==> config.mk <==
export PLATFORM = sky130hd
export DESIGN_NAME = pipe_ctrl
export DESIGN_NICKNAME = d
export VERILOG_FILES = /design/src/hdl/pipe_ctrl_pkg.sv /design/src/hdl/hazard_detect.sv /design/src/hdl/pipe_ctrl.sv /design/src/hdl/redirect_seq.sv /design/src/hdl/stage_enable.sv
export VERILOG_INCLUDE_DIRS = /design/src /design/src/include
export SDC_FILE = /design/constraint.sdc
export NUM_CORES = 1
export LEC_CHECK = 0
export BUFFER_PORTS_ARGS = -buffer_cell sky130_fd_sc_hd__buf_2
export CORE_AREA = 2 2 39 41
export CTS_BUF_LIST = sky130_fd_sc_hd__clkbuf_8
export CTS_CLUSTER_DIAMETER = 80
export DETAILED_ROUTE_END_ITERATION = 16
export DIE_AREA = 0 0 41 43
export PLACE_DENSITY = 0.81
export SLEW_MARGIN = 25
export SYNTH_ARGS = -nofsm -noshare
export SYNTH_HDL_FRONTEND = slang
export SYNTH_SLANG_ARGS = --single-unit
==> constraint.sdc <==
create_clock -name aclk -period 3.3 [get_ports aclk]
set_input_delay 0.33 -clock aclk [delete_from_list [all_inputs] [get_ports aclk]]
set_output_delay 0.33 -clock aclk [all_outputs]
set_load 0.02 [all_outputs]
==> src/include/pipe_ctrl_params.svh <==
// Pipeline control widths and stage indices

`ifndef PIPE_CTRL_PARAMS_SVH
`define PIPE_CTRL_PARAMS_SVH

// seven stages from pre-fetch to write-back
`define PIPE_STAGES 7

// bit positions inside a stage vector
`define STG_PREIF 0
`define STG_IF    1
`define STG_ID    2
`define STG_EXE   3
`define STG_MEM   4
`define STG_MEM2  5
`define STG_WB    6

// mips register file has 32 entries
`define REG_NUM_W 5

`endif

==> src/hdl/pipe_ctrl_pkg.sv <==
// Pipeline control types

`include "pipe_ctrl_params.svh"

package pipe_ctrl_pkg;

    // one bit per stage indexed by the STG_* macros
    typedef logic [`PIPE_STAGES-1:0] stage_vec_t;

    // architectural register number
    typedef logic [`REG_NUM_W-1:0] reg_num_t;

    // side-effect disables for the back end
    // bit 0 execute, bit 1 memory, bit 2 write-back
    typedef logic [2:0] dis_vec_t;

    // exception redirect tracking
    typedef enum logic [1:0] {
        RD_IDLE    = 2'd0,  // nothing held
        RD_PENDING = 2'd1   // exception waiting for caches/tlb
    } redirect_state_t;

endpackage

==> src/hdl/hazard_detect.sv <==
// Load-use and stall detection

`timescale 1ns/100ps

`include "pipe_ctrl_params.svh"

module hazard_detect
    import pipe_ctrl_pkg::*;
(
    input  logic     mem_read,      // load sitting in memory stage
    input  reg_num_t mem_rt,        // its destination
    input  reg_num_t id_rs,
    input  reg_num_t id_rt,
    input  logic     divmult_busy,
    input  logic     icache_busy,
    input  logic     dcache_busy,
    input  logic     i_tlb_stall,
    input  logic     d_tlb_stall,
    output logic     mem_busy,
    output logic     load_use,
    output logic     front_stall
);

    logic rt_nonzero;
    logic src_match;

    // $zero never carries a real dependency
    assign rt_nonzero = (mem_rt != {`REG_NUM_W{1'b0}});

    assign src_match = (mem_rt == id_rs) || (mem_rt == id_rt);

    // loaded value not ready for decode yet
    assign load_use = mem_read & rt_nonzero & src_match;

    // any cache or tlb transaction holds the whole back end
    assign mem_busy = icache_busy | dcache_busy | i_tlb_stall | d_tlb_stall;

    // front end must wait for either condition
    assign front_stall = load_use | divmult_busy;

endmodule

==> src/hdl/pipe_ctrl.sv <==
// Pipeline control unit top level

`timescale 1ns/100ps

`include "pipe_ctrl_params.svh"

module pipe_ctrl
    import pipe_ctrl_pkg::*;
(
    input  logic       aclk,
    input  logic       reset,
    input  logic       flush_exception,
    input  logic       branch_failed,
    input  logic       imme_jump,
    input  logic       divmult_busy,
    input  logic       icache_busy,
    input  logic       dcache_busy,
    input  logic       i_tlb_stall,
    input  logic       d_tlb_stall,
    input  logic       mem_read,
    input  reg_num_t   mem_rt,
    input  reg_num_t   id_rs,
    input  reg_num_t   id_rt,
    output stage_vec_t stage_wr,
    output stage_vec_t stage_flush,
    output dis_vec_t   dis_wr,
    output logic       ireq_valid,
    output logic       dreq_valid
);

    logic mem_busy;       // back end held by cache/tlb
    logic load_use;
    logic front_stall;
    logic exc_redirect;
    logic br_redirect;
    logic jmp_redirect;

    hazard_detect u_hazard_detect (
        .mem_read     (mem_read),
        .mem_rt       (mem_rt),
        .id_rs        (id_rs),
        .id_rt        (id_rt),
        .divmult_busy (divmult_busy),
        .icache_busy  (icache_busy),
        .dcache_busy  (dcache_busy),
        .i_tlb_stall  (i_tlb_stall),
        .d_tlb_stall  (d_tlb_stall),
        .mem_busy     (mem_busy),
        .load_use     (load_use),
        .front_stall  (front_stall)
    );

    redirect_seq u_redirect_seq (
        .aclk            (aclk),
        .reset           (reset),
        .flush_exception (flush_exception),
        .branch_failed   (branch_failed),
        .imme_jump       (imme_jump),
        .mem_busy        (mem_busy),
        .exc_redirect    (exc_redirect),
        .br_redirect     (br_redirect),
        .jmp_redirect    (jmp_redirect)
    );

    stage_enable u_stage_enable (
        .mem_busy     (mem_busy),
        .load_use     (load_use),
        .front_stall  (front_stall),
        .divmult_busy (divmult_busy),
        .exc_redirect (exc_redirect),
        .br_redirect  (br_redirect),
        .jmp_redirect (jmp_redirect),
        .stage_wr     (stage_wr),
        .stage_flush  (stage_flush),
        .dis_wr       (dis_wr),
        .ireq_valid   (ireq_valid),
        .dreq_valid   (dreq_valid)
    );

endmodule

==> src/hdl/redirect_seq.sv <==
// Exception, branch and jump redirect sequencing

`timescale 1ns/100ps

`include "pipe_ctrl_params.svh"

module redirect_seq
    import pipe_ctrl_pkg::*;
(
    input  logic aclk,
    input  logic reset,
    input  logic flush_exception,   // exception raised at memory
    input  logic branch_failed,     // mispredict from execute
    input  logic imme_jump,         // j/jal in decode
    input  logic mem_busy,
    output logic exc_redirect,      // one-cycle pulse
    output logic br_redirect,
    output logic jmp_redirect
);

    redirect_state_t state;
    redirect_state_t state_nxt;

    always_ff @(posedge aclk) begin
        if (reset) begin
            state <= RD_IDLE;
        end else begin
            state <= state_nxt;
        end
    end

    // an exception seen while the memory side is busy is parked
    // in RD_PENDING and released on the first idle cycle
    always_comb begin
        state_nxt    = state;
        exc_redirect = 1'b0;
        case (state)
            RD_IDLE: begin
                if (flush_exception) begin
                    if (mem_busy) begin
                        state_nxt = RD_PENDING;  // wait for caches
                    end else begin
                        exc_redirect = 1'b1;     // take it now
                    end
                end
            end
            RD_PENDING: begin
                if (!mem_busy) begin
                    exc_redirect = 1'b1;
                    state_nxt    = RD_IDLE;
                end
            end
            default: begin
                state_nxt = RD_IDLE;
            end
        endcase
    end

    // front-end redirects only while the back end can take them
    assign br_redirect  = branch_failed & ~mem_busy;
    assign jmp_redirect = imme_jump & ~mem_busy;

endmodule

==> src/hdl/stage_enable.sv <==
// Per-stage write enable and flush generation

`timescale 1ns/100ps

`include "pipe_ctrl_params.svh"

module stage_enable
    import pipe_ctrl_pkg::*;
(
    input  logic       mem_busy,
    input  logic       load_use,
    input  logic       front_stall,
    input  logic       divmult_busy,
    input  logic       exc_redirect,
    input  logic       br_redirect,
    input  logic       jmp_redirect,
    output stage_vec_t stage_wr,
    output stage_vec_t stage_flush,
    output dis_vec_t   dis_wr,
    output logic       ireq_valid,
    output logic       dreq_valid
);

    // first matching condition wins
    always_comb begin
        stage_wr    = '1;
        stage_flush = '0;
        dis_wr      = '0;
        if (mem_busy) begin
            stage_wr = '0;            // freeze everything
            dis_wr   = '1;            // block cp0/rf side effects
        end else if (exc_redirect) begin
            stage_flush[`STG_IF]  = 1'b1;
            stage_flush[`STG_ID]  = 1'b1;
            stage_flush[`STG_EXE] = 1'b1;
            stage_flush[`STG_MEM] = 1'b1;
        end else if (front_stall) begin
            if (divmult_busy) begin
                // hold up to execute, bubble into memory
                stage_wr[`STG_PREIF] = 1'b0;
                stage_wr[`STG_IF]    = 1'b0;
                stage_wr[`STG_ID]    = 1'b0;
                stage_wr[`STG_EXE]   = 1'b0;
                stage_flush[`STG_MEM] = 1'b1;
            end else if (load_use) begin
                // hold up to decode, bubble into execute
                stage_wr[`STG_PREIF] = 1'b0;
                stage_wr[`STG_IF]    = 1'b0;
                stage_wr[`STG_ID]    = 1'b0;
                stage_flush[`STG_EXE] = 1'b1;
            end
        end else if (br_redirect) begin
            stage_flush[`STG_IF] = 1'b1;   // wrong-path fetch and decode
            stage_flush[`STG_ID] = 1'b1;
        end else if (jmp_redirect) begin
            stage_flush[`STG_IF] = 1'b1;   // delay slot stays in decode
        end
    end

    // fetch only when pc advances and no exception vector is pending
    assign ireq_valid = stage_wr[`STG_PREIF] & ~exc_redirect;

    // data access only for a live instruction entering memory
    assign dreq_valid = stage_wr[`STG_MEM] & ~stage_flush[`STG_MEM];

endmodule

==> flow_results.xml <==
<?xml version="1.0" encoding="UTF-8"?>
<metrics>
  <group name="status">
    <metric name="outcome" unit="">finished, final reports clean</metric>
  </group>
  <group name="setup_path">
    <metric name="worst_path_largest_cell_delay" unit="ns">0.58</metric>
    <metric name="critPathTopFamily" unit="">simple AND/OR/NAND/NOR gates</metric>
    <metric name="reg2regPathDepth" unit="">2</metric>
    <metric name="worst-setup-path-type" unit="">in -&gt; out</metric>
    <metric name="cp-start-kind" unit="">input port</metric>
    <metric name="cp_num_cells" unit="">6</metric>
    <metric name="worstPathCellList" unit="">buf_2 -&gt; or4_4 -&gt; or3_1 -&gt; o22a_1 -&gt; o21ai_0 -&gt; buf_2</metric>
    <metric name="crit-reg2reg-launch" unit="">u_redirect_seq.state[0]$_SDFFE_PP0P_</metric>
    <metric name="critPathMaxFanout" unit="">10</metric>
    <metric name="critical_path.most_common_cell" unit="">buf_2</metric>
    <metric name="ff2ff_setup_slack" unit="ns">2.48</metric>
    <metric name="worstReg2RegEnd" unit="">u_redirect_seq.state[0]$_SDFFE_PP0P_</metric>
    <metric name="crit_buf_inv" unit="">2</metric>
    <metric name="worst-endpoint-required" unit="ns">2.97</metric>
    <metric name="endpoint_kind" unit="">output pin</metric>
    <metric name="worst-endpoint-arrival" unit="ns">1.83</metric>
    <metric name="cp_slowest_cell" unit="">or4_4</metric>
  </group>
  <group name="power">
    <metric name="cellPowerDensity" unit="mW/mm^2">140.5</metric>
    <metric name="peakVddDrop" unit="mV">0.04041</metric>
    <metric name="p_leak" unit="nW">0.2826</metric>
  </group>
  <group name="detailed_routing">
    <metric name="drt.antenna.violating_nets" unit="">0</metric>
    <metric name="via_per_inst" unit="">4.480</metric>
    <metric name="route.detailed.drc" unit="">0</metric>
    <metric name="finalWirelength" unit="um">969</metric>
    <metric name="routed-via-count" unit="">448</metric>
    <metric name="routedWlPerCell" unit="um">9.690</metric>
    <metric name="initialDrtViolationCount" unit="">5</metric>
    <metric name="drt_first_pass_iters" unit="">4</metric>
  </group>
  <group name="sta">
    <metric name="achievable-frequency" unit="MHz">462.8</metric>
    <metric name="final.setup.tns" unit="ns">0</metric>
    <metric name="final_min_period_over_clock_period" unit="">0.6547</metric>
    <metric name="setup_repair_after_global_routing_missed_its_margin" unit="">false</metric>
    <metric name="setup_slack_of_the_critical_path_after_layout" unit="ns">1.139</metric>
    <metric name="final_period_minus_worst_setup_slack" unit="ns">2.161</metric>
    <metric name="final-max-slew-violation-count" unit="">0</metric>
    <metric name="report.final.setup_viol" unit="">0</metric>
    <metric name="fin_hold_ws" unit="ns">0.5042</metric>
    <metric name="skew" unit="ns">0</metric>
    <metric name="timing.final.hold_violations" unit="">0</metric>
  </group>
  <group name="grt">
    <metric name="via_count_of_the_first_global_routing_pass" unit="">408</metric>
    <metric name="grt_max_degree" unit="">11</metric>
    <metric name="grt_overall_usage" unit="">0.1149</metric>
    <metric name="grt.overflow.total" unit="">0</metric>
    <metric name="wire_length_of_the_first_global_routing_pass" unit="mm">1.552</metric>
    <metric name="antenna_found_initial" unit="">0</metric>
  </group>
  <group name="floorplan">
    <metric name="area_of_the_core_region" unit="sq mm">0.001384</metric>
    <metric name="floorplan.die.height" unit="um">43</metric>
    <metric name="initial_utilization" unit="">0.2622</metric>
    <metric name="area_of_the_die" unit="sq mm">0.001763</metric>
    <metric name="rows" unit="">14</metric>
    <metric name="top_level_pins" unit="">45</metric>
    <metric name="die-width" unit="um">41</metric>
  </group>
  <group name="finish">
    <metric name="layout_commonest_cell" unit="">buf_2</metric>
    <metric name="syn_to_final_growth" unit="%">40.34</metric>
    <metric name="final-instance-count-excl-fill" unit="">100</metric>
    <metric name="largest_register_ff_count" unit="">1</metric>
    <metric name="fin_nets" unit="">112</metric>
    <metric name="top_regs" unit="">u_redirect_seq.state x1</metric>
    <metric name="n_antenna_cell" unit="">0</metric>
    <metric name="final_design_utilization" unit="">0.3680</metric>
    <metric name="layout_common_cells" unit="">41 x buf_2, 10 x xnor2_1, 5 x nor2_1, 4 x nand2_1, 3 x conb_1</metric>
    <metric name="final_layout_size_suffix_gt1_frac" unit="">0.5238</metric>
    <metric name="registers.top_by_ff_count" unit="">u_redirect_seq.state</metric>
  </group>
  <group name="placement">
    <metric name="number_of_buffer_cells_added_on_primary_ports" unit="">41</metric>
    <metric name="dpl.hpwl" unit="um">863.6</metric>
    <metric name="numPlacedInstances" unit="">100</metric>
    <metric name="gp_congestion" unit="">0.7005</metric>
    <metric name="preCtsSetupSlack" unit="ns">1.138</metric>
  </group>
  <group name="yosys">
    <metric name="syn-instance-count" unit="">52</metric>
    <metric name="synthesis.area" unit="sq um">362.8</metric>
    <metric name="synth_top_area_frac" unit="">0.2414</metric>
    <metric name="synth.avg_cell_area" unit="sq um">6.978</metric>
    <metric name="ys_ff_latch" unit="">1</metric>
    <metric name="synthTopCellsByArea" unit="">xnor2_1 24%, buf_4 21%, dfxtp_1 5.5%</metric>
    <metric name="synth_area_leader_cell" unit="">xnor2_1</metric>
    <metric name="synthesis.yosys.warnings" unit="">0</metric>
    <metric name="yosys.cell_types.count" unit="">23</metric>
    <metric name="ys_seq_area_frac" unit="">0.05517</metric>
  </group>
  <group name="clock_network">
    <metric name="cts.repair_timing.setup_buffer_count" unit="">0</metric>
    <metric name="clock_transition_at_the_register_clock_pins_on_the_worst_setup_and_hold_paths_after_cts" unit="ns">0</metric>
    <metric name="clock_latency" unit="ns">0</metric>
    <metric name="post_cts.resized_instances" unit="">0</metric>
    <metric name="hold_bufs_at_cts" unit="">0</metric>
  </group>
  <group name="hold_path">
    <metric name="whs_path_depth" unit="">2</metric>
    <metric name="timing.hold.worst.start" unit="">reset</metric>
    <metric name="whs_endpoint" unit="">u_redirect_seq.state[0]$_SDFFE_PP0P_</metric>
    <metric name="hold_path_class" unit="">in -&gt; reg</metric>
  </group>
  <group name="run">
    <metric name="max_cap_viol_count" unit="">0</metric>
  </group>
</metrics>
==> per-layer routing <==
metal	track usage	routed length, um	vias to the layer above	share of wire
met3	0.01047	57	0	0.059
met1	0.1171	343	201	0.35
met5	0	0	-	0
met2	0.2313	568	18	0.59
met4	0.01333	0	0	0
li1	-	-	229	-
==> logic make-up (layout without fill, tap and decap cells) <==
| kind of cell | count (synthesis) | in the layout | synth area share |
|---|---|---|---|
| and+or+nand+nor | 18 | 18 | 0.2552 |
| buffers and inverters | 13 | 43 | 0.2586 |
| xor gates and xnor gates | 10 | 10 | 0.2414 |
| AOI/OAI and AO/OA | 9 | 9 | 0.1794 |
| other | 1 | 3 | 0.01033 |
| DFF | 1 | 1 | 0.05517 |
==> through the flow <==
stage	cell area, sq um	total power [W]
2_1_floorplan	370.4	0.00005167
3_3_place_gp	509.2	0.00007036
3_5_place_dp	509.2	0.00007151
4_1_cts	509.2	0.00007169
5_1_grt	509.2	0.00007810
6_report	509.2	0.00007153
==> where the power goes <==
part           switching, W  internal [W]
registers       0.000000521     0.0000133
clock network             0             0
logic             0.0000307     0.0000270
total             0.0000312     0.0000403
==> cells in the mapped netlist <==
| cell type | n |
|---|---|
| nor2_1 | 5 |
| a31o_2 | 1 |
| or4_4 | 1 |
| nor3_1 | 2 |
| or3_1 | 1 |
| a31oi_1 | 1 |
| xnor2_1 | 10 |
| conb_1 | 1 |
| or4_1 | 1 |
| o22a_1 | 1 |
| and2_1 | 1 |
| o22a_2 | 1 |
| nand3b_1 | 1 |
| o21ai_0 | 2 |
| a21boi_0 | 1 |
| dfxtp_1 | 1 |
| o22ai_1 | 1 |
| nand2_1 | 4 |
| inv_1 | 2 |
| o21a_1 | 1 |
| buf_4 | 10 |
| nand3_1 | 2 |
| buf_6 | 1 |
==> how the worst max path moves through the flow <==
stage / from / end / slack, ns
after floorplan: i_tlb_stall / ireq_valid / 0.90
after global placement: i_tlb_stall / stage_flush[1] / 1.20
after detailed placement: i_tlb_stall / stage_flush[1] / 1.14
after CTS: i_tlb_stall / stage_flush[1] / 1.14
after global routing: i_tlb_stall / stage_flush[1] / 1.04
final: i_tlb_stall / stage_flush[1] / 1.14
==> area by class of cell <==
type | instances | area, sq um
Tap cell | 16 | 20.02
Fill cell | 155 | 874.6
Timing Repair Buffer | 41 | 205.2
Sequential cell | 1 | 20.02
Multi-Input combinational cell | 40 | 256.5
Inverter | 2 | 7.507
(Power assumes the default switching activity.)
